File: src/rtl/axil_monitor_params.svh
/*
 * AXI-lite monitor parameters
 * Bus widths, counter depth and the time limits used by the
 * stall and delay checks of the protocol monitor
 */
`ifndef AXIL_MONITOR_PARAMS_SVH
`define AXIL_MONITOR_PARAMS_SVH

// Read data width of the watched bus
`define AXIL_DATA_WIDTH 32

// Width of each outstanding transaction counter
`define AXIL_LGDEPTH 4

// Cycles a request may wait for its ready
`define AXIL_MAX_WAIT 12

// Cycles a response may be held off by the master
`define AXIL_MAX_RSTALL 12

// Cycles from request to response
`define AXIL_MAX_DELAY 24

// Timer width, must hold the largest limit above
`define AXIL_LGTIMEOUT 5

`endif

File: src/rtl/axil_monitor_pkg.sv
/*
 * AXI-lite monitor package
 * Response opcodes, fault codes and monitor states shared by
 * the monitor blocks
 */
`default_nettype none

`include "axil_monitor_params.svh"

package axil_monitor_pkg;

	// AXI response opcode
	typedef enum logic [1:0] {
		RESP_OKAY   = 2'b00,
		RESP_EXOKAY = 2'b01,
		RESP_SLVERR = 2'b10,
		RESP_DECERR = 2'b11
	} axil_resp_e;

	// Fault codes, listed highest priority first
	typedef enum logic [3:0] {
		FAULT_NONE       = 4'd0,
		FAULT_OVERFLOW   = 4'd1,
		FAULT_B_NO_REQ   = 4'd2,
		FAULT_R_NO_REQ   = 4'd3,
		FAULT_B_UNSTABLE = 4'd4,
		FAULT_R_UNSTABLE = 4'd5,
		FAULT_EXOKAY     = 4'd6,
		FAULT_REQ_STALL  = 4'd7,
		FAULT_RESP_STALL = 4'd8,
		FAULT_RESP_DELAY = 4'd9
	} fault_code_e;

	// Monitor state
	typedef enum logic [1:0] {
		MON_IDLE  = 2'd0,
		MON_BUSY  = 2'd1,
		MON_FAULT = 2'd2
	} mon_state_e;

	// Outstanding transaction count
	typedef logic [`AXIL_LGDEPTH-1:0] txn_count_t;

endpackage

`default_nettype wire

File: src/rtl/axil_txn_counter.sv
/*
 * AXI-lite outstanding transaction counters
 * Tracks write address, write data and read requests still
 * waiting for a response, and flags a saturated counter
 */
`timescale 1ns/1ps
`default_nettype none

module axil_txn_counter
	import axil_monitor_pkg::*;
(
	input  wire        i_clk,
	input  wire        i_axi_reset_n,
	input  wire        i_axi_awvalid,
	input  wire        i_axi_awready,
	input  wire        i_axi_wvalid,
	input  wire        i_axi_wready,
	input  wire        i_axi_bvalid,
	input  wire        i_axi_bready,
	input  wire        i_axi_arvalid,
	input  wire        i_axi_arready,
	input  wire        i_axi_rvalid,
	input  wire        i_axi_rready,
	output txn_count_t o_awr_outstanding,
	output txn_count_t o_wr_outstanding,
	output txn_count_t o_rd_outstanding,
	output logic       o_overflow
);

	// Handshake strobes, valid and ready at the same edge
	logic aw_hs;
	logic w_hs;
	logic b_hs;
	logic ar_hs;
	logic r_hs;

	// Up on request, down on response, hold if both
	function automatic txn_count_t step_count(input txn_count_t cnt, input logic up,
		input logic down);
		case ({up, down})
			2'b10:   return cnt + 1'b1;
			2'b01:   return cnt - 1'b1;
			default: return cnt;
		endcase
	endfunction

	assign aw_hs = i_axi_awvalid && i_axi_awready;
	assign w_hs  = i_axi_wvalid && i_axi_wready;
	assign b_hs  = i_axi_bvalid && i_axi_bready;
	assign ar_hs = i_axi_arvalid && i_axi_arready;
	assign r_hs  = i_axi_rvalid && i_axi_rready;

	////////////////////////////////////////////////////////////
	// Counters
	////////////////////////////////////////////////////////////
	always_ff @(posedge i_clk)
	begin
		if (!i_axi_reset_n)
		begin
			o_awr_outstanding <= '0;
			o_wr_outstanding  <= '0;
			o_rd_outstanding  <= '0;
		end
		else
		begin
			// A b response retires both write counts
			o_awr_outstanding <= step_count(o_awr_outstanding, aw_hs, b_hs);
			o_wr_outstanding  <= step_count(o_wr_outstanding, w_hs, b_hs);
			o_rd_outstanding  <= step_count(o_rd_outstanding, ar_hs, r_hs);
		end
	end

	// All ones means the next request would wrap
	assign o_overflow = (&o_awr_outstanding) || (&o_wr_outstanding)
		|| (&o_rd_outstanding);

endmodule

`default_nettype wire

File: src/rtl/axil_wait_timer.sv
/*
 * AXI-lite stall and delay timers
 * Saturating timers for request stalls, response stalls and
 * request-to-response delay, each compared to its limit
 */
`timescale 1ns/1ps
`default_nettype none

`include "axil_monitor_params.svh"

module axil_wait_timer
	import axil_monitor_pkg::*;
(
	input  wire        i_clk,
	input  wire        i_axi_reset_n,
	input  wire        i_axi_awvalid,
	input  wire        i_axi_awready,
	input  wire        i_axi_wvalid,
	input  wire        i_axi_wready,
	input  wire        i_axi_bvalid,
	input  wire        i_axi_bready,
	input  wire        i_axi_arvalid,
	input  wire        i_axi_arready,
	input  wire        i_axi_rvalid,
	input  wire        i_axi_rready,
	input  wire txn_count_t i_awr_outstanding,
	input  wire txn_count_t i_wr_outstanding,
	input  wire txn_count_t i_rd_outstanding,
	output logic       o_req_stall,
	output logic       o_resp_stall,
	output logic       o_resp_delay
);

	localparam int TW = `AXIL_LGTIMEOUT;
	localparam logic [TW-1:0] WAIT_LIM   = TW'(`AXIL_MAX_WAIT);
	localparam logic [TW-1:0] RSTALL_LIM = TW'(`AXIL_MAX_RSTALL);
	localparam logic [TW-1:0] DELAY_LIM  = TW'(`AXIL_MAX_DELAY);

	// Run conditions, a timer clears whenever its condition drops
	logic aw_run;
	logic w_run;
	logic ar_run;
	logic b_run;
	logic r_run;
	logic wr_dly_run;
	logic rd_dly_run;

	logic [TW-1:0] aw_stall;
	logic [TW-1:0] w_stall;
	logic [TW-1:0] ar_stall;
	logic [TW-1:0] b_stall;
	logic [TW-1:0] r_stall;
	logic [TW-1:0] wr_delay;
	logic [TW-1:0] rd_delay;

	// Count up while running, stick at all ones
	function automatic logic [TW-1:0] next_timer(input logic [TW-1:0] t, input logic run);
		if (!run)
			return '0;
		else if (&t)
			return t;
		else
			return t + 1'b1;
	endfunction

	////////////////////////////////////////////////////////////
	// Request stalls
	////////////////////////////////////////////////////////////

	// Address waits on ready, unless a b response is pending
	// or the slave is just waiting for the matching data beat
	assign aw_run = i_axi_awvalid && !i_axi_awready && !i_axi_bvalid
		&& !(!i_axi_wvalid && (i_awr_outstanding >= i_wr_outstanding));

	// Same rule with the data channel leading
	assign w_run = i_axi_wvalid && !i_axi_wready && !i_axi_bvalid
		&& !(!i_axi_awvalid && (i_wr_outstanding >= i_awr_outstanding));

	// Read request stall, excused while a read response is up
	assign ar_run = i_axi_arvalid && !i_axi_arready && !i_axi_rvalid;

	////////////////////////////////////////////////////////////
	// Response stalls and delays
	////////////////////////////////////////////////////////////

	// Master holding off a response
	assign b_run = i_axi_bvalid && !i_axi_bready;
	assign r_run = i_axi_rvalid && !i_axi_rready;

	// Slave sitting on accepted requests with no response up
	assign wr_dly_run = (i_awr_outstanding != '0) && (i_wr_outstanding != '0)
		&& !i_axi_bvalid;
	assign rd_dly_run = (i_rd_outstanding != '0) && !i_axi_rvalid;

	always_ff @(posedge i_clk)
	begin
		if (!i_axi_reset_n)
		begin
			aw_stall <= '0;
			w_stall  <= '0;
			ar_stall <= '0;
			b_stall  <= '0;
			r_stall  <= '0;
			wr_delay <= '0;
			rd_delay <= '0;
		end
		else
		begin
			aw_stall <= next_timer(aw_stall, aw_run);
			w_stall  <= next_timer(w_stall, w_run);
			ar_stall <= next_timer(ar_stall, ar_run);
			b_stall  <= next_timer(b_stall, b_run);
			r_stall  <= next_timer(r_stall, r_run);
			wr_delay <= next_timer(wr_delay, wr_dly_run);
			rd_delay <= next_timer(rd_delay, rd_dly_run);
		end
	end

	// Level flags, high while a timer sits at its limit
	assign o_req_stall  = (aw_stall == WAIT_LIM) || (w_stall == WAIT_LIM)
		|| (ar_stall == WAIT_LIM);
	assign o_resp_stall = (b_stall == RSTALL_LIM) || (r_stall == RSTALL_LIM);
	assign o_resp_delay = (wr_delay == DELAY_LIM) || (rd_delay == DELAY_LIM);

endmodule

`default_nettype wire

File: src/rtl/axil_channel_checker.sv
/*
 * AXI-lite response channel checker
 * Flags responses that change while stalled, EXOKAY codes and
 * responses that arrive with nothing outstanding
 */
`timescale 1ns/1ps
`default_nettype none

`include "axil_monitor_params.svh"

module axil_channel_checker
	import axil_monitor_pkg::*;
(
	input  wire                        i_clk,
	input  wire                        i_axi_reset_n,
	input  wire                        i_axi_bvalid,
	input  wire                        i_axi_bready,
	input  wire  [1:0]                 i_axi_bresp,
	input  wire                        i_axi_rvalid,
	input  wire                        i_axi_rready,
	input  wire  [`AXIL_DATA_WIDTH-1:0] i_axi_rdata,
	input  wire  [1:0]                 i_axi_rresp,
	input  wire txn_count_t            i_awr_outstanding,
	input  wire txn_count_t            i_wr_outstanding,
	input  wire txn_count_t            i_rd_outstanding,
	output logic                       o_b_unstable,
	output logic                       o_r_unstable,
	output logic                       o_exokay,
	output logic                       o_b_no_req,
	output logic                       o_r_no_req
);

	// Stall seen at the last edge
	logic b_stall_q;
	logic r_stall_q;

	// Response captured at the last edge
	axil_resp_e bresp_q;
	axil_resp_e rresp_q;
	logic [`AXIL_DATA_WIDTH-1:0] rdata_q;

	axil_resp_e bresp;
	axil_resp_e rresp;

	assign bresp = axil_resp_e'(i_axi_bresp);
	assign rresp = axil_resp_e'(i_axi_rresp);

	////////////////////////////////////////////////////////////
	// Previous cycle capture
	////////////////////////////////////////////////////////////
	always_ff @(posedge i_clk)
	begin
		if (!i_axi_reset_n)
		begin
			b_stall_q <= 1'b0;
			r_stall_q <= 1'b0;
		end
		else
		begin
			b_stall_q <= i_axi_bvalid && !i_axi_bready;
			r_stall_q <= i_axi_rvalid && !i_axi_rready;
		end
	end

	// Payload capture for the stability checks
	always_ff @(posedge i_clk)
	begin
		bresp_q <= bresp;
		rresp_q <= rresp;
		rdata_q <= i_axi_rdata;
	end

	////////////////////////////////////////////////////////////
	// Checks
	////////////////////////////////////////////////////////////

	// Held response must keep valid and its payload
	assign o_b_unstable = b_stall_q && (!i_axi_bvalid || (bresp != bresp_q));
	assign o_r_unstable = r_stall_q && (!i_axi_rvalid || (rresp != rresp_q)
		|| (i_axi_rdata != rdata_q));

	// Exclusive access is not supported on AXI-lite
	assign o_exokay = (i_axi_bvalid && (bresp == RESP_EXOKAY))
		|| (i_axi_rvalid && (rresp == RESP_EXOKAY));

	// Write response needs both address and data accepted
	assign o_b_no_req = i_axi_bvalid
		&& ((i_awr_outstanding == '0) || (i_wr_outstanding == '0));
	assign o_r_no_req = i_axi_rvalid && (i_rd_outstanding == '0);

endmodule

`default_nettype wire

File: src/rtl/axil_monitor_fsm.sv
/*
 * AXI-lite monitor state machine
 * Reports idle or busy from the outstanding counts and latches
 * the highest priority fault until reset
 */
`timescale 1ns/1ps
`default_nettype none

module axil_monitor_fsm
	import axil_monitor_pkg::*;
(
	input  wire             i_clk,
	input  wire             i_axi_reset_n,
	input  wire txn_count_t i_awr_outstanding,
	input  wire txn_count_t i_wr_outstanding,
	input  wire txn_count_t i_rd_outstanding,
	input  wire             i_overflow,
	input  wire             i_b_no_req,
	input  wire             i_r_no_req,
	input  wire             i_b_unstable,
	input  wire             i_r_unstable,
	input  wire             i_exokay,
	input  wire             i_req_stall,
	input  wire             i_resp_stall,
	input  wire             i_resp_delay,
	output logic            o_busy,
	output logic            o_fault,
	output fault_code_e     o_fault_code
);

	mon_state_e  state;
	mon_state_e  state_next;
	fault_code_e code_now;
	logic        any_open;

	assign any_open = (i_awr_outstanding != '0) || (i_wr_outstanding != '0)
		|| (i_rd_outstanding != '0);

	// Priority encode the current violations
	always_comb
	begin
		if (i_overflow)
			code_now = FAULT_OVERFLOW;
		else if (i_b_no_req)
			code_now = FAULT_B_NO_REQ;
		else if (i_r_no_req)
			code_now = FAULT_R_NO_REQ;
		else if (i_b_unstable)
			code_now = FAULT_B_UNSTABLE;
		else if (i_r_unstable)
			code_now = FAULT_R_UNSTABLE;
		else if (i_exokay)
			code_now = FAULT_EXOKAY;
		else if (i_req_stall)
			code_now = FAULT_REQ_STALL;
		else if (i_resp_stall)
			code_now = FAULT_RESP_STALL;
		else if (i_resp_delay)
			code_now = FAULT_RESP_DELAY;
		else
			code_now = FAULT_NONE;
	end

	////////////////////////////////////////////////////////////
	// Next state
	////////////////////////////////////////////////////////////
	always_comb
	begin
		case (state)
			MON_FAULT: state_next = MON_FAULT;
			MON_IDLE, MON_BUSY:
			begin
				if (code_now != FAULT_NONE)
					state_next = MON_FAULT;
				else if (any_open)
					state_next = MON_BUSY;
				else
					state_next = MON_IDLE;
			end
			default: state_next = MON_IDLE;
		endcase
	end

	always_ff @(posedge i_clk)
	begin
		if (!i_axi_reset_n)
		begin
			state        <= MON_IDLE;
			o_fault_code <= FAULT_NONE;
		end
		else
		begin
			state <= state_next;
			// First fault wins, sticky until reset
			if ((state != MON_FAULT) && (code_now != FAULT_NONE))
				o_fault_code <= code_now;
		end
	end

	assign o_busy  = (state == MON_BUSY);
	assign o_fault = (state == MON_FAULT);

endmodule

`default_nettype wire

File: src/rtl/axil_monitor.sv
/*
 * AXI-lite slave-side protocol monitor
 * Passive observer of an AXI-lite link, counts outstanding work,
 * times stalls and reports the first protocol fault
 */
`timescale 1ns/1ps
`default_nettype none

`include "axil_monitor_params.svh"

module axil_monitor
	import axil_monitor_pkg::*;
(
	input  wire                        i_clk,
	input  wire                        i_axi_reset_n,
	input  wire                        i_axi_awvalid,
	input  wire                        i_axi_awready,
	input  wire                        i_axi_wvalid,
	input  wire                        i_axi_wready,
	input  wire                        i_axi_bvalid,
	input  wire                        i_axi_bready,
	input  wire  [1:0]                 i_axi_bresp,
	input  wire                        i_axi_arvalid,
	input  wire                        i_axi_arready,
	input  wire                        i_axi_rvalid,
	input  wire                        i_axi_rready,
	input  wire  [`AXIL_DATA_WIDTH-1:0] i_axi_rdata,
	input  wire  [1:0]                 i_axi_rresp,
	output txn_count_t                 o_awr_outstanding,
	output txn_count_t                 o_wr_outstanding,
	output txn_count_t                 o_rd_outstanding,
	output logic                       o_busy,
	output logic                       o_fault,
	output fault_code_e                o_fault_code
);

	// Violation flags into the state machine
	logic overflow;
	logic req_stall;
	logic resp_stall;
	logic resp_delay;
	logic b_unstable;
	logic r_unstable;
	logic exokay;
	logic b_no_req;
	logic r_no_req;

	////////////////////////////////////////////////////////////
	// Transaction counting
	////////////////////////////////////////////////////////////
	axil_txn_counter u_counter (
		.i_clk             (i_clk),
		.i_axi_reset_n     (i_axi_reset_n),
		.i_axi_awvalid     (i_axi_awvalid),
		.i_axi_awready     (i_axi_awready),
		.i_axi_wvalid      (i_axi_wvalid),
		.i_axi_wready      (i_axi_wready),
		.i_axi_bvalid      (i_axi_bvalid),
		.i_axi_bready      (i_axi_bready),
		.i_axi_arvalid     (i_axi_arvalid),
		.i_axi_arready     (i_axi_arready),
		.i_axi_rvalid      (i_axi_rvalid),
		.i_axi_rready      (i_axi_rready),
		.o_awr_outstanding (o_awr_outstanding),
		.o_wr_outstanding  (o_wr_outstanding),
		.o_rd_outstanding  (o_rd_outstanding),
		.o_overflow        (overflow)
	);

	// Stall and delay timing
	axil_wait_timer u_timer (
		.i_clk             (i_clk),
		.i_axi_reset_n     (i_axi_reset_n),
		.i_axi_awvalid     (i_axi_awvalid),
		.i_axi_awready     (i_axi_awready),
		.i_axi_wvalid      (i_axi_wvalid),
		.i_axi_wready      (i_axi_wready),
		.i_axi_bvalid      (i_axi_bvalid),
		.i_axi_bready      (i_axi_bready),
		.i_axi_arvalid     (i_axi_arvalid),
		.i_axi_arready     (i_axi_arready),
		.i_axi_rvalid      (i_axi_rvalid),
		.i_axi_rready      (i_axi_rready),
		.i_awr_outstanding (o_awr_outstanding),
		.i_wr_outstanding  (o_wr_outstanding),
		.i_rd_outstanding  (o_rd_outstanding),
		.o_req_stall       (req_stall),
		.o_resp_stall      (resp_stall),
		.o_resp_delay      (resp_delay)
	);

	// Response channel rules
	axil_channel_checker u_checker (
		.i_clk             (i_clk),
		.i_axi_reset_n     (i_axi_reset_n),
		.i_axi_bvalid      (i_axi_bvalid),
		.i_axi_bready      (i_axi_bready),
		.i_axi_bresp       (i_axi_bresp),
		.i_axi_rvalid      (i_axi_rvalid),
		.i_axi_rready      (i_axi_rready),
		.i_axi_rdata       (i_axi_rdata),
		.i_axi_rresp       (i_axi_rresp),
		.i_awr_outstanding (o_awr_outstanding),
		.i_wr_outstanding  (o_wr_outstanding),
		.i_rd_outstanding  (o_rd_outstanding),
		.o_b_unstable      (b_unstable),
		.o_r_unstable      (r_unstable),
		.o_exokay          (exokay),
		.o_b_no_req        (b_no_req),
		.o_r_no_req        (r_no_req)
	);

	////////////////////////////////////////////////////////////
	// Status and fault latch
	////////////////////////////////////////////////////////////
	axil_monitor_fsm u_fsm (
		.i_clk             (i_clk),
		.i_axi_reset_n     (i_axi_reset_n),
		.i_awr_outstanding (o_awr_outstanding),
		.i_wr_outstanding  (o_wr_outstanding),
		.i_rd_outstanding  (o_rd_outstanding),
		.i_overflow        (overflow),
		.i_b_no_req        (b_no_req),
		.i_r_no_req        (r_no_req),
		.i_b_unstable      (b_unstable),
		.i_r_unstable      (r_unstable),
		.i_exokay          (exokay),
		.i_req_stall       (req_stall),
		.i_resp_stall      (resp_stall),
		.i_resp_delay      (resp_delay),
		.o_busy            (o_busy),
		.o_fault           (o_fault),
		.o_fault_code      (o_fault_code)
	);

endmodule

`default_nettype wire

File: config.mk
export PLATFORM = sky130hd
export DESIGN_NAME = axil_monitor
export DESIGN_NICKNAME = d
export VERILOG_FILES = /design/src/rtl/axil_monitor_pkg.sv /design/src/rtl/axil_txn_counter.sv /design/src/rtl/axil_wait_timer.sv /design/src/rtl/axil_channel_checker.sv /design/src/rtl/axil_monitor_fsm.sv /design/src/rtl/axil_monitor.sv
export VERILOG_INCLUDE_DIRS = /design/src /design/src/rtl
export SDC_FILE = /design/constraint.sdc
export NUM_CORES = 1
export LEC_CHECK = 0
export ABC_AREA = 0
export BUFFER_PORTS_ARGS = -buffer_cell sky130_fd_sc_hd__buf_2
export CAP_MARGIN = 0
export CELL_PAD_IN_SITES_DETAIL_PLACEMENT = 1
export CELL_PAD_IN_SITES_GLOBAL_PLACEMENT = 1
export CORE_MARGIN = 2
export CORE_UTILIZATION = 47
export DETAILED_ROUTE_END_ITERATION = 8
export MAX_ROUTING_LAYER = met4
export PLACE_DENSITY_LB_ADDON = 0.1
export SETUP_SLACK_MARGIN = 0.1
export SKIP_CTS_REPAIR_TIMING = 1
export SLEW_MARGIN = 10
export SYNTH_ARGS = -nofsm -noshare
export SYNTH_HDL_FRONTEND = slang
export SYNTH_SLANG_ARGS = --single-unit
File: constraint.sdc
create_clock -name i_clk -period 4.75 [get_ports i_clk]
set_input_delay 0 -clock i_clk [delete_from_list [all_inputs] [get_ports i_clk]]
set_output_delay 0 -clock i_clk [all_outputs]
set_load 0.01 [all_outputs]
==> results of run 1 <==
## stage by stage
stage | total power [mW] | instance area (sq um)
after floorplan | 1.011 | 4345
after global placement | 1.089 | 4802
after detailed placement | 1.103 | 4802
after CTS | 1.786 | 5064
after global routing | 1.880 | 5424
final | 1.793 | 5424
## kinds of logic after synthesis
kind of cell | Yosys count | synth area share, %
xor gates and xnor gates | 61 | 12.29
buffers and inverters | 37 | 3.196
AOI/OAI and AO/OA | 48 | 7.314
adders and majority gates | 37 | 11.17
and+or+nand+nor | 153 | 20.88
DFF | 91 | 41.92
muxes | 14 | 3.225
## worst paths after layout
check | startpoint | end | slack [ps] | depth (start not counted)
setup / recovery | u_checker.rdata_q[12] | u_fsm.state[1] | 2370 | 7
hold / removal | i_axi_arready | u_timer.ar_stall[2] | 40 | 3
setup reg to reg | u_checker.rdata_q[12] | u_fsm.state[1] | 2370 | 7
hold reg to reg | u_fsm.o_fault_code[2] | u_fsm.o_fault_code[2] | 510 | 2
## worst min-delay path: cells and delay by family
family                 cells  cell delay [ps]
and+or+nand+nor            2              270
buffers and inverters      1               90
## where the power goes
part | leakage [nW] | switching (mW) | internal, mW
Sequential | 0.750 | 0.0359 | 0.799
Combinational | 1.44 | 0.143 | 0.136
Clock | 0.130 | 0.276 | 0.403
Total | 2.32 | 0.456 | 1.34
## area by class of cell
cell class                 count  share of cell area (%)
inverter                      35                   2.422
multi-input combinational    313                   43.97
clock buffer                   9                   2.284
timing repair buffer         101                   12.64
sequential                    91                   33.59
tap                          111                   2.561
clock inverter                 6                   2.537
## layout by cell type (no fill, tap or decap), types with 3 or more instances in the layout
| cell | Yosys | final |
|---|---|---|
| nor2_1 | 39 | 39 |
| mux2i_1 | 14 | 14 |
| or3_1 | 3 | 3 |
| nand4_1 | 14 | 14 |
| nor2b_1 | 13 | 13 |
| nand3_1 | 8 | 8 |
| fa_1 | 3 | 3 |
| xnor2_1 | 44 | 44 |
| clkbuf_8 | 0 | 9 |
| xor2_1 | 17 | 17 |
| bufinv_16 | 0 | 4 |
| o21ai_0 | 13 | 13 |
| inv_1 | 35 | 35 |
| dfxtp_1 | 91 | 91 |
| or4_1 | 3 | 3 |
| dlygate4sd3_1 | 0 | 36 |
| a21oi_1 | 10 | 10 |
| a21boi_0 | 4 | 4 |
| nand4b_1 | 13 | 13 |
| nand3b_1 | 3 | 3 |
| buf_2 | 0 | 65 |
| a21o_1 | 3 | 3 |
| and3_1 | 8 | 8 |
| nand2_1 | 18 | 18 |
| and2_1 | 12 | 12 |
| ha_1 | 34 | 34 |
## registers in the layout, indices dropped and copies added (netlist names)
signal                       count
u_fsm.state                      2
u_timer.r_stall                  5
u_checker.bresp_q                2
u_timer.rd_delay                 5
u_checker.b_stall_q              1
u_checker.r_stall_q              1
u_checker.rresp_q                2
u_timer.wr_delay                 5
u_timer.ar_stall                 5
u_timer.b_stall                  5
u_counter.o_awr_outstanding      4
u_timer.aw_stall                 5
u_counter.o_wr_outstanding       4
u_counter.o_rd_outstanding       4
u_checker.rdata_q               32
u_fsm.o_fault_code               4
u_timer.w_stall                  5
## layer usage
layer  GRT usage (%)  up-vias  wire [um]
met3           4.526       18        351
li1                -     1731          -
met5               -        -          0
met1           24.33     1720       4884
met4           6.428        0        213
met2           34.49       66       5615
==> impl_metrics.ini, run 1 <==
[critical_path]
cp_max_fo = 5
path_class = flop to flop
crit_slowest_cell = nor4_1
crit_family = simple AND/OR/NAND/NOR gates
worstPathRequired_ps = 5000
critPathBufInv = 0
crit_top_cell = nand4_1
cpPeakStageDelay_ps = 780
crit_arrival_ps = 2630
start_kind = flop
crit_path_end_kind = flop
crit_chain = xnor2_1 > nand4_1 > nor4_1 > nand4_1 > a21oi_2 > nand3_4 > o211a_1

[sta]
max_freq_mhz = 419.7
rsz0062_at_grt = no
relSlewSlack_pct = 40.21
setup_viol = 0
final-max-slew-violation-count = 0
tns_ps = 0
worst_pin_slew_ps = 888.6
hold_violations = 0
post-route-period-util_pct = 50.17
fin_ws_ps = 2367
hold_slack_ps = 39.02
finClkSkew_ps = 12.43
period_minus_slack_ps = 2383

[placement]
hpwlAfterDp_um = 7357
globalplace.congestion = 0.8045
io_buffers = 65
post-place-ws_ps = 2511
dp.cells = 615

[die]
dieHeight_um = 100.2
design.die.area_sq_um = 10030
die_w_um = 100.2
core_sq_um = 9109
start_util_pct = 47.71
num_rows = 35
ios = 66

[final_layout]
drive_gt1_share_pct = 15.50
nets = 636
multi_input_area_sq_um = 2385
syn2layout_area_growth_pct = 24.82
n_antenna_cell = 0
fin_cells = 666
ff_latch_area_sq_um = 1822
final_util_pct = 59.55
fillers = 1029

[yosys]
synth_flop_cell = dfxtp_1
yosysTopAreaCell = dfxtp_1
netlist_area_sq_um = 4345
synth_top_area_share_pct = 41.92
ys_ff_latch = 91
synth_fp_nets = 526
ys_top_cells_by_count = 91 x dfxtp_1, 44 x xnor2_1, 39 x nor2_1
async_flop_share_pct = 0
synth.top_cells.by_area = dfxtp_1 42%, ha_1 9.8%, xnor2_1 8.9%
synth_cell_types = 53
syn_area_per_cell_sq_um = 9.854
yosysWarnings = 0
yosysMostFrequentCell = dfxtp_1
synth_edf_count = 0
syn_inst = 441
yosysSeqAreaShare_pct = 41.92

[clock_tree]
clockBufferDepth = 2
clock-sinks = 91
cts_buffers = 9
cts_htree_levels = 3
clkTransAtPathRegs_ps = 90
clk_latency_ps = 360
cts_tree = yes
root_buffer = clkbuf_8

[drt]
postRouteAntennaNets = 0
drtIter0Drc = 127
viasPerCell = 5.308
drt-total-wl_um = 11070
vias = 3535
drt_pass1_iterations = 4
route.detailed.drc = 0
drt-wirelength-per-cell_um = 16.61

[global_route]
grt_max_degree = 26
grt_pass1_vias = 3422
globalRouteOverflowTotal = 0
grt_pass1_wl_um = 15840
antenna_found_initial = 0
grtUsageTotal_pct = 20.43

[power]
peakVddDrop_mv = 0.1630
power_leakage_nw = 2.322
powerDensity_nw_per_um2 = 330.6

[job]
drv_cap = 0

[worst_hold_path]
hp-class = input pin to flop

[status]
status = completed
Note: power is estimated with default switching activity, not from simulation.
==> inputs of run 2 (changes only) <==
--- a/config.mk
+++ b/config.mk
@@ -6,13 +6,13 @@
 export SDC_FILE = /design/constraint.sdc
 export NUM_CORES = 1
 export LEC_CHECK = 0
-export ABC_AREA = 0
+export ABC_AREA = 1
 export BUFFER_PORTS_ARGS = -buffer_cell sky130_fd_sc_hd__buf_2
 export CAP_MARGIN = 0
 export CELL_PAD_IN_SITES_DETAIL_PLACEMENT = 1
 export CELL_PAD_IN_SITES_GLOBAL_PLACEMENT = 1
 export CORE_MARGIN = 2
-export CORE_UTILIZATION = 47
+export CORE_UTILIZATION = 37
 export DETAILED_ROUTE_END_ITERATION = 8
 export MAX_ROUTING_LAYER = met4
 export PLACE_DENSITY_LB_ADDON = 0.1
==> constraint.sdc (replaced) <==
create_clock -name i_clk -period 2 [get_ports i_clk]
set_input_delay 0 -clock i_clk [delete_from_list [all_inputs] [get_ports i_clk]]
set_output_delay 0 -clock i_clk [all_outputs]
set_load 0.01 [all_outputs]
==> impl_metrics.ini, run 2 <==
[status]
status = completed

[critical_path]
crit_arrival_ps = 2160
reg2reg_from = u_timer.aw_stall[0]
worstPathRequired_ps = 2260
crit_path_end_kind = flop
reg2reg_to = u_fsm.state[0]
r2r_cells = 14
cp_max_fo = 8
path_class = flop to flop
rrSetupSlack_ps = 100
start_kind = flop

[yosys]
synth.top_cells.by_area = dfxtp_1 40%, nand2_1 14%, inv_1 9.9%
synth_edf_count = 0
yosysWarnings = 0
ys_top_cells_by_count = 167 x nand2_1, 121 x inv_1, 91 x dfxtp_1
synth_top_area_share_pct = 39.54
synth_fp_nets = 727
yosysTopAreaCell = dfxtp_1
syn_area_per_cell_sq_um = 7.176
yosysMostFrequentCell = nand2_1
ys_ff_latch = 91
syn_inst = 642
synth_cell_types = 35
async_flop_share_pct = 0
synth_flop_cell = dfxtp_1
netlist_area_sq_um = 4607
yosysSeqAreaShare_pct = 39.54

[sta]
post-route-period-util_pct = 94.98
hold_violations = 0
worst_pin_slew_ps = 528.8
period_minus_slack_ps = 1900
max_freq_mhz = 526.4
setup_viol = 0
tns_ps = 0
final-max-slew-violation-count = 0
relSlewSlack_pct = 64.71
fin_ws_ps = 100.5
finClkSkew_ps = 8.812
rsz0062_at_grt = yes

[global_route]
antenna_found_initial = 0
grt_pass1_wl_um = 18820
globalRouteOverflowTotal = 0
grt_max_degree = 15
grt_pass1_vias = 4218
grtUsageTotal_pct = 18.24

[power]
peakVddDrop_mv = 0.3239
power_leakage_nw = 2.985
powerDensity_nw_per_um2 = 748.2

[drt]
drtIter0Drc = 115
postRouteAntennaNets = 0
drt_pass1_iterations = 4
route.detailed.drc = 0
drt-total-wl_um = 11610
drt-wirelength-per-cell_um = 12.36
vias = 4236
viasPerCell = 4.511

[clock_tree]
root_buffer = clkbuf_16
cts_tree = yes
clk_latency_ps = 340
cts_htree_levels = 3
cts_buffers = 9
clock-sinks = 91
clockBufferDepth = 2
clkTransAtPathRegs_ps = 60

[worst_hold_path]
min_from = i_axi_rready
hp-class = input pin to flop
hold_path_end = u_checker.r_stall_q
holdPathStages = 3

[final_layout]
syn2layout_area_growth_pct = 28.90
final_common_cell = nand2_1
fillers = 1567
drive_gt1_share_pct = 19.33
ff_latch_area_sq_um = 1839
largest-register = u_checker.rdata_q
nets = 851
layout_common_cells = 163 x nand2_1, 117 x inv_1, 77 x dfxtp_1, 65 x buf_2, 60 x nor2_1
n_antenna_cell = 0
largest_reg_flops = 32
multi_input_area_sq_um = 2307

[job]
drv_cap = 0

[die]
ios = 66
start_util_pct = 38.20
dieHeight_um = 115.6
design.die.area_sq_um = 13360
die_w_um = 115.6
num_rows = 40
core_sq_um = 12060

[placement]
post-place-ws_ps = 48.49
io_buffers = 65
hpwlAfterDp_um = 8818
globalplace.congestion = 0.8037
## run 2: how the worst max path moves through the flow
stage | slack, ps | cells after the start | startpoint | endpoint
2_1_floorplan | 310 | 11 | u_timer.r_stall[0] | u_fsm.o_fault_code[1]
3_3_place_gp | 130 | 14 | u_timer.aw_stall[0] | u_fsm.state[0]
3_5_place_dp | 50 | 14 | u_timer.aw_stall[0] | u_fsm.state[0]
4_1_cts | 20 | 13 | u_timer.ar_stall[0] | u_fsm.state[0]
5_1_grt | -90 | 16 | u_checker.rdata_q[31] | u_fsm.o_fault_code[2]
6_report | 100 | 14 | u_timer.aw_stall[0] | u_fsm.state[0]
## run 2: critical path: stages (launching register included)
cell,delay (ps)
dfxtp_2,320
inv_1,50
ha_1,190
nand3_1,100
o22ai_1,90
nor2_1,180
nand2_1,90
inv_2,70
nor2_1,40
nand2_1,80
nand3_2,90
nor2_4,130
nand3_4,130
buf_6,140
nor4_2,100
## run 2: kinds of logic (layout without fill, tap and decap cells)
family | Yosys count | after routing | synth area share [%]
xor gates and xnor gates | 16 | 16 | 3.042
and+or+nand+nor | 295 | 295 | 27.68
DFF | 91 | 91 | 39.54
buffers and inverters | 135 | 264 | 11.00
adders and majority gates | 37 | 37 | 10.54
AOI/OAI and AO/OA | 68 | 68 | 8.202
## run 2: layout make-up
| type | instances | share of cell area (%) |
|---|---|---|
| clock buffers | 12 | 3.982 |
| clock inverters | 4 | 0.8639 |
| inverters | 133 | 8.407 |
| multi-input cells | 416 | 38.85 |
| flip-flops and latches | 91 | 30.97 |
| well taps | 168 | 3.540 |
| repair buffers | 115 | 13.38 |
## run 2: per-layer routing
layer,global-route usage (%),vias to the layer above,wire length (um)
met1,22.19,1955,5522
met4,5.060,0,127
met5,-,-,0
met2,30.80,38,5669
met3,3.609,8,290
li1,-,2235,-
## run 2: power breakdown
| group | internal (mW) | switching [mW] |
|---|---|---|
| sequential | 1.91 | 0.0740 |
| clock | 0.970 | 0.703 |
| combinational | 0.345 | 0.442 |
## run 2: metrics by stage
step	total power, mW	hold WS, ps	instance area, sq um	util, %	std cells
after floorplan	2.456	27.72	4607	-	642
after global placement	2.690	117.7	5210	43.20	883
after detailed placement	2.727	119.6	5210	43.20	883
after CTS	4.417	-241.0	5498	45.58	899
after global routing	4.715	21.00	5938	49.23	939
final	4.443	11.19	5938	49.23	939
==> inputs of run 3 (changes only) <==
--- a/config.mk
+++ b/config.mk
@@ -16,6 +16,7 @@
 export DETAILED_ROUTE_END_ITERATION = 8
 export MAX_ROUTING_LAYER = met4
 export PLACE_DENSITY_LB_ADDON = 0.1
+export REMOVE_ABC_BUFFERS = 1
 export SETUP_SLACK_MARGIN = 0.1
 export SKIP_CTS_REPAIR_TIMING = 1
 export SLEW_MARGIN = 10
==> impl_metrics.ini, run 3 (synthesized netlist as in run 2, its figures left out) <==
[clock_tree]
cts_buffers = 9
cts_htree_levels = 3
cts_tree = yes
clkTransAtPathRegs_ps = 60
root_buffer = clkbuf_16
clock-sinks = 91
clk_latency_ps = 340
clockBufferDepth = 2

[drt]
vias = 4275
postRouteAntennaNets = 0
drtIter0Drc = 164
route.detailed.drc = 0
wl_met1_um = 5490
dr_wl_met2_um = 5719
wl_met3_um = 340
drt_pass1_iterations = 4
top_layer_used = met4
drt-total-wl_um = 11720
drt-wirelength-per-cell_um = 12.53
viasPerCell = 4.572

[worst_hold_path]
hp-class = input pin to flop

[final_layout]
final_common_cell = nand2_1
final_cell_area_sq_um = 5939
syn2layout_area_growth_pct = 28.92
drive_gt1_share_pct = 20.73
largest_reg_flops = 32
n_antenna_cell = 0
fin_cells = 935
final_util_pct = 49.24
layout_common_cells = 158 x nand2_1, 114 x inv_1, 76 x dfxtp_1, 65 x buf_2, 58 x nor2_1
nets = 847
largest-register = u_checker.rdata_q

[placement]
hpwlAfterDp_um = 8758
dp.cells = 879
globalplace.congestion = 0.8322
io_buffers = 65
dpl_cell_area_sq_um = 5180
post-place-ws_ps = 44.79

[status]
status = completed

[sta]
worst_pin_slew_ps = 557.5
setup_viol = 0
hold_violations = 0
final-max-slew-violation-count = 0
relSlewSlack_pct = 62.79
rsz0062_at_grt = yes
tns_ps = 0
finClkSkew_ps = 6.430
fin_ws_ps = 69.93
period_minus_slack_ps = 1930
max_freq_mhz = 518.1
post-route-period-util_pct = 96.50

[power]
peakVddDrop_mv = 0.4740
powerDensity_nw_per_um2 = 751.1
power_leakage_nw = 2.974

[global_route]
globalRouteOverflowTotal = 0
grt_pass1_vias = 4127
antenna_found_initial = 0
grtUsageTotal_pct = 18.13
grt_max_degree = 15
grt_pass1_wl_um = 18720

[die]
die_w_um = 115.6
design.die.area_sq_um = 13360
start_util_pct = 38.20
ios = 66
core_sq_um = 12060
dieHeight_um = 115.6
num_rows = 40

[critical_path]
cp_max_fo = 8
crit_arrival_ps = 2140
crit_top_cell = nand2_1
crit_path_end_kind = flop
crit_family = simple AND/OR/NAND/NOR gates
start_kind = flop
worstPathRequired_ps = 2210
critPathBufInv = 2
path_class = flop to flop
cpPeakStageDelay_ps = 320
crit_chain = inv_1 > ha_1 > nand2_1 > o31ai_2 > buf_4 > nand2_1 > nand2_1 > nand2_1 > nand2_1 > nand2_1 > nand2_1 > nand2_2 > nand3_4 > nand2_4 > nand2_2 > a21oi_2
crit_slowest_cell = dfxtp_1

[job]
drv_cap = 0
-- run 3: cell types whose count changed in the layout (fill, tap and decap cells not counted), moves of 2 or more --
cell      delta
inv_1        -3
clkinv_2     +2
nand2_2      +4
clkbuf_1     -2
nor2_1       -2
buf_4        -3
nor2_2       +2
nand2_1      -5
inv_2        +3
-- run 3: metal layers --
metal	GRT usage [%]	up-vias
li1	-	2226
met1	21.80	1991
met2	30.06	43
met3	5.178	15
met4	4.337	0
met5	-	-
-- run 3: cell type report --
type | count | area, sq um
Timing Repair Buffer | 111 | 760.7
Tap cell | 168 | 210.2
Inverter | 133 | 499.2
Fill cell | 1585 | 6122
Multi-Input combinational cell | 416 | 2333
Clock buffer | 11 | 242.7
Sequential cell | 91 | 1841
Clock inverter | 5 | 52.55
-- run 3: worst min-delay path: stages --
cell and delay (ps):
buf_2 100, nor3_1 50, buf_4 140
-- run 3: final timing paths --
kind	from	to	slack [ps]	cells after the start
max	u_timer.rd_delay[0]	u_fsm.o_fault_code[2]	70	16
min	i_axi_rready	u_checker.r_stall_q	5	3
max reg2reg	u_timer.rd_delay[0]	u_fsm.o_fault_code[2]	70	16
min reg2reg	u_fsm.state[1]	u_fsm.state[0]	480	1
-- run 3: power by group --
| group | internal, mW | total, mW | switching, mW |
|---|---|---|---|
| sequential | 1.91 | 1.99 | 0.0773 |
| combinational | 0.326 | 0.766 | 0.440 |
| clock | 0.997 | 1.71 | 0.711 |
| total | 3.23 | 4.46 | 1.23 |
-- run 3: stage by stage --
step,hold slack (ps),power (mW)
global route,30.13,4.719
finish,4.692,4.461
floorplan,27.72,2.453
global placement,118.3,2.670
detailed placement,122.7,2.708
CTS,-241.6,4.430
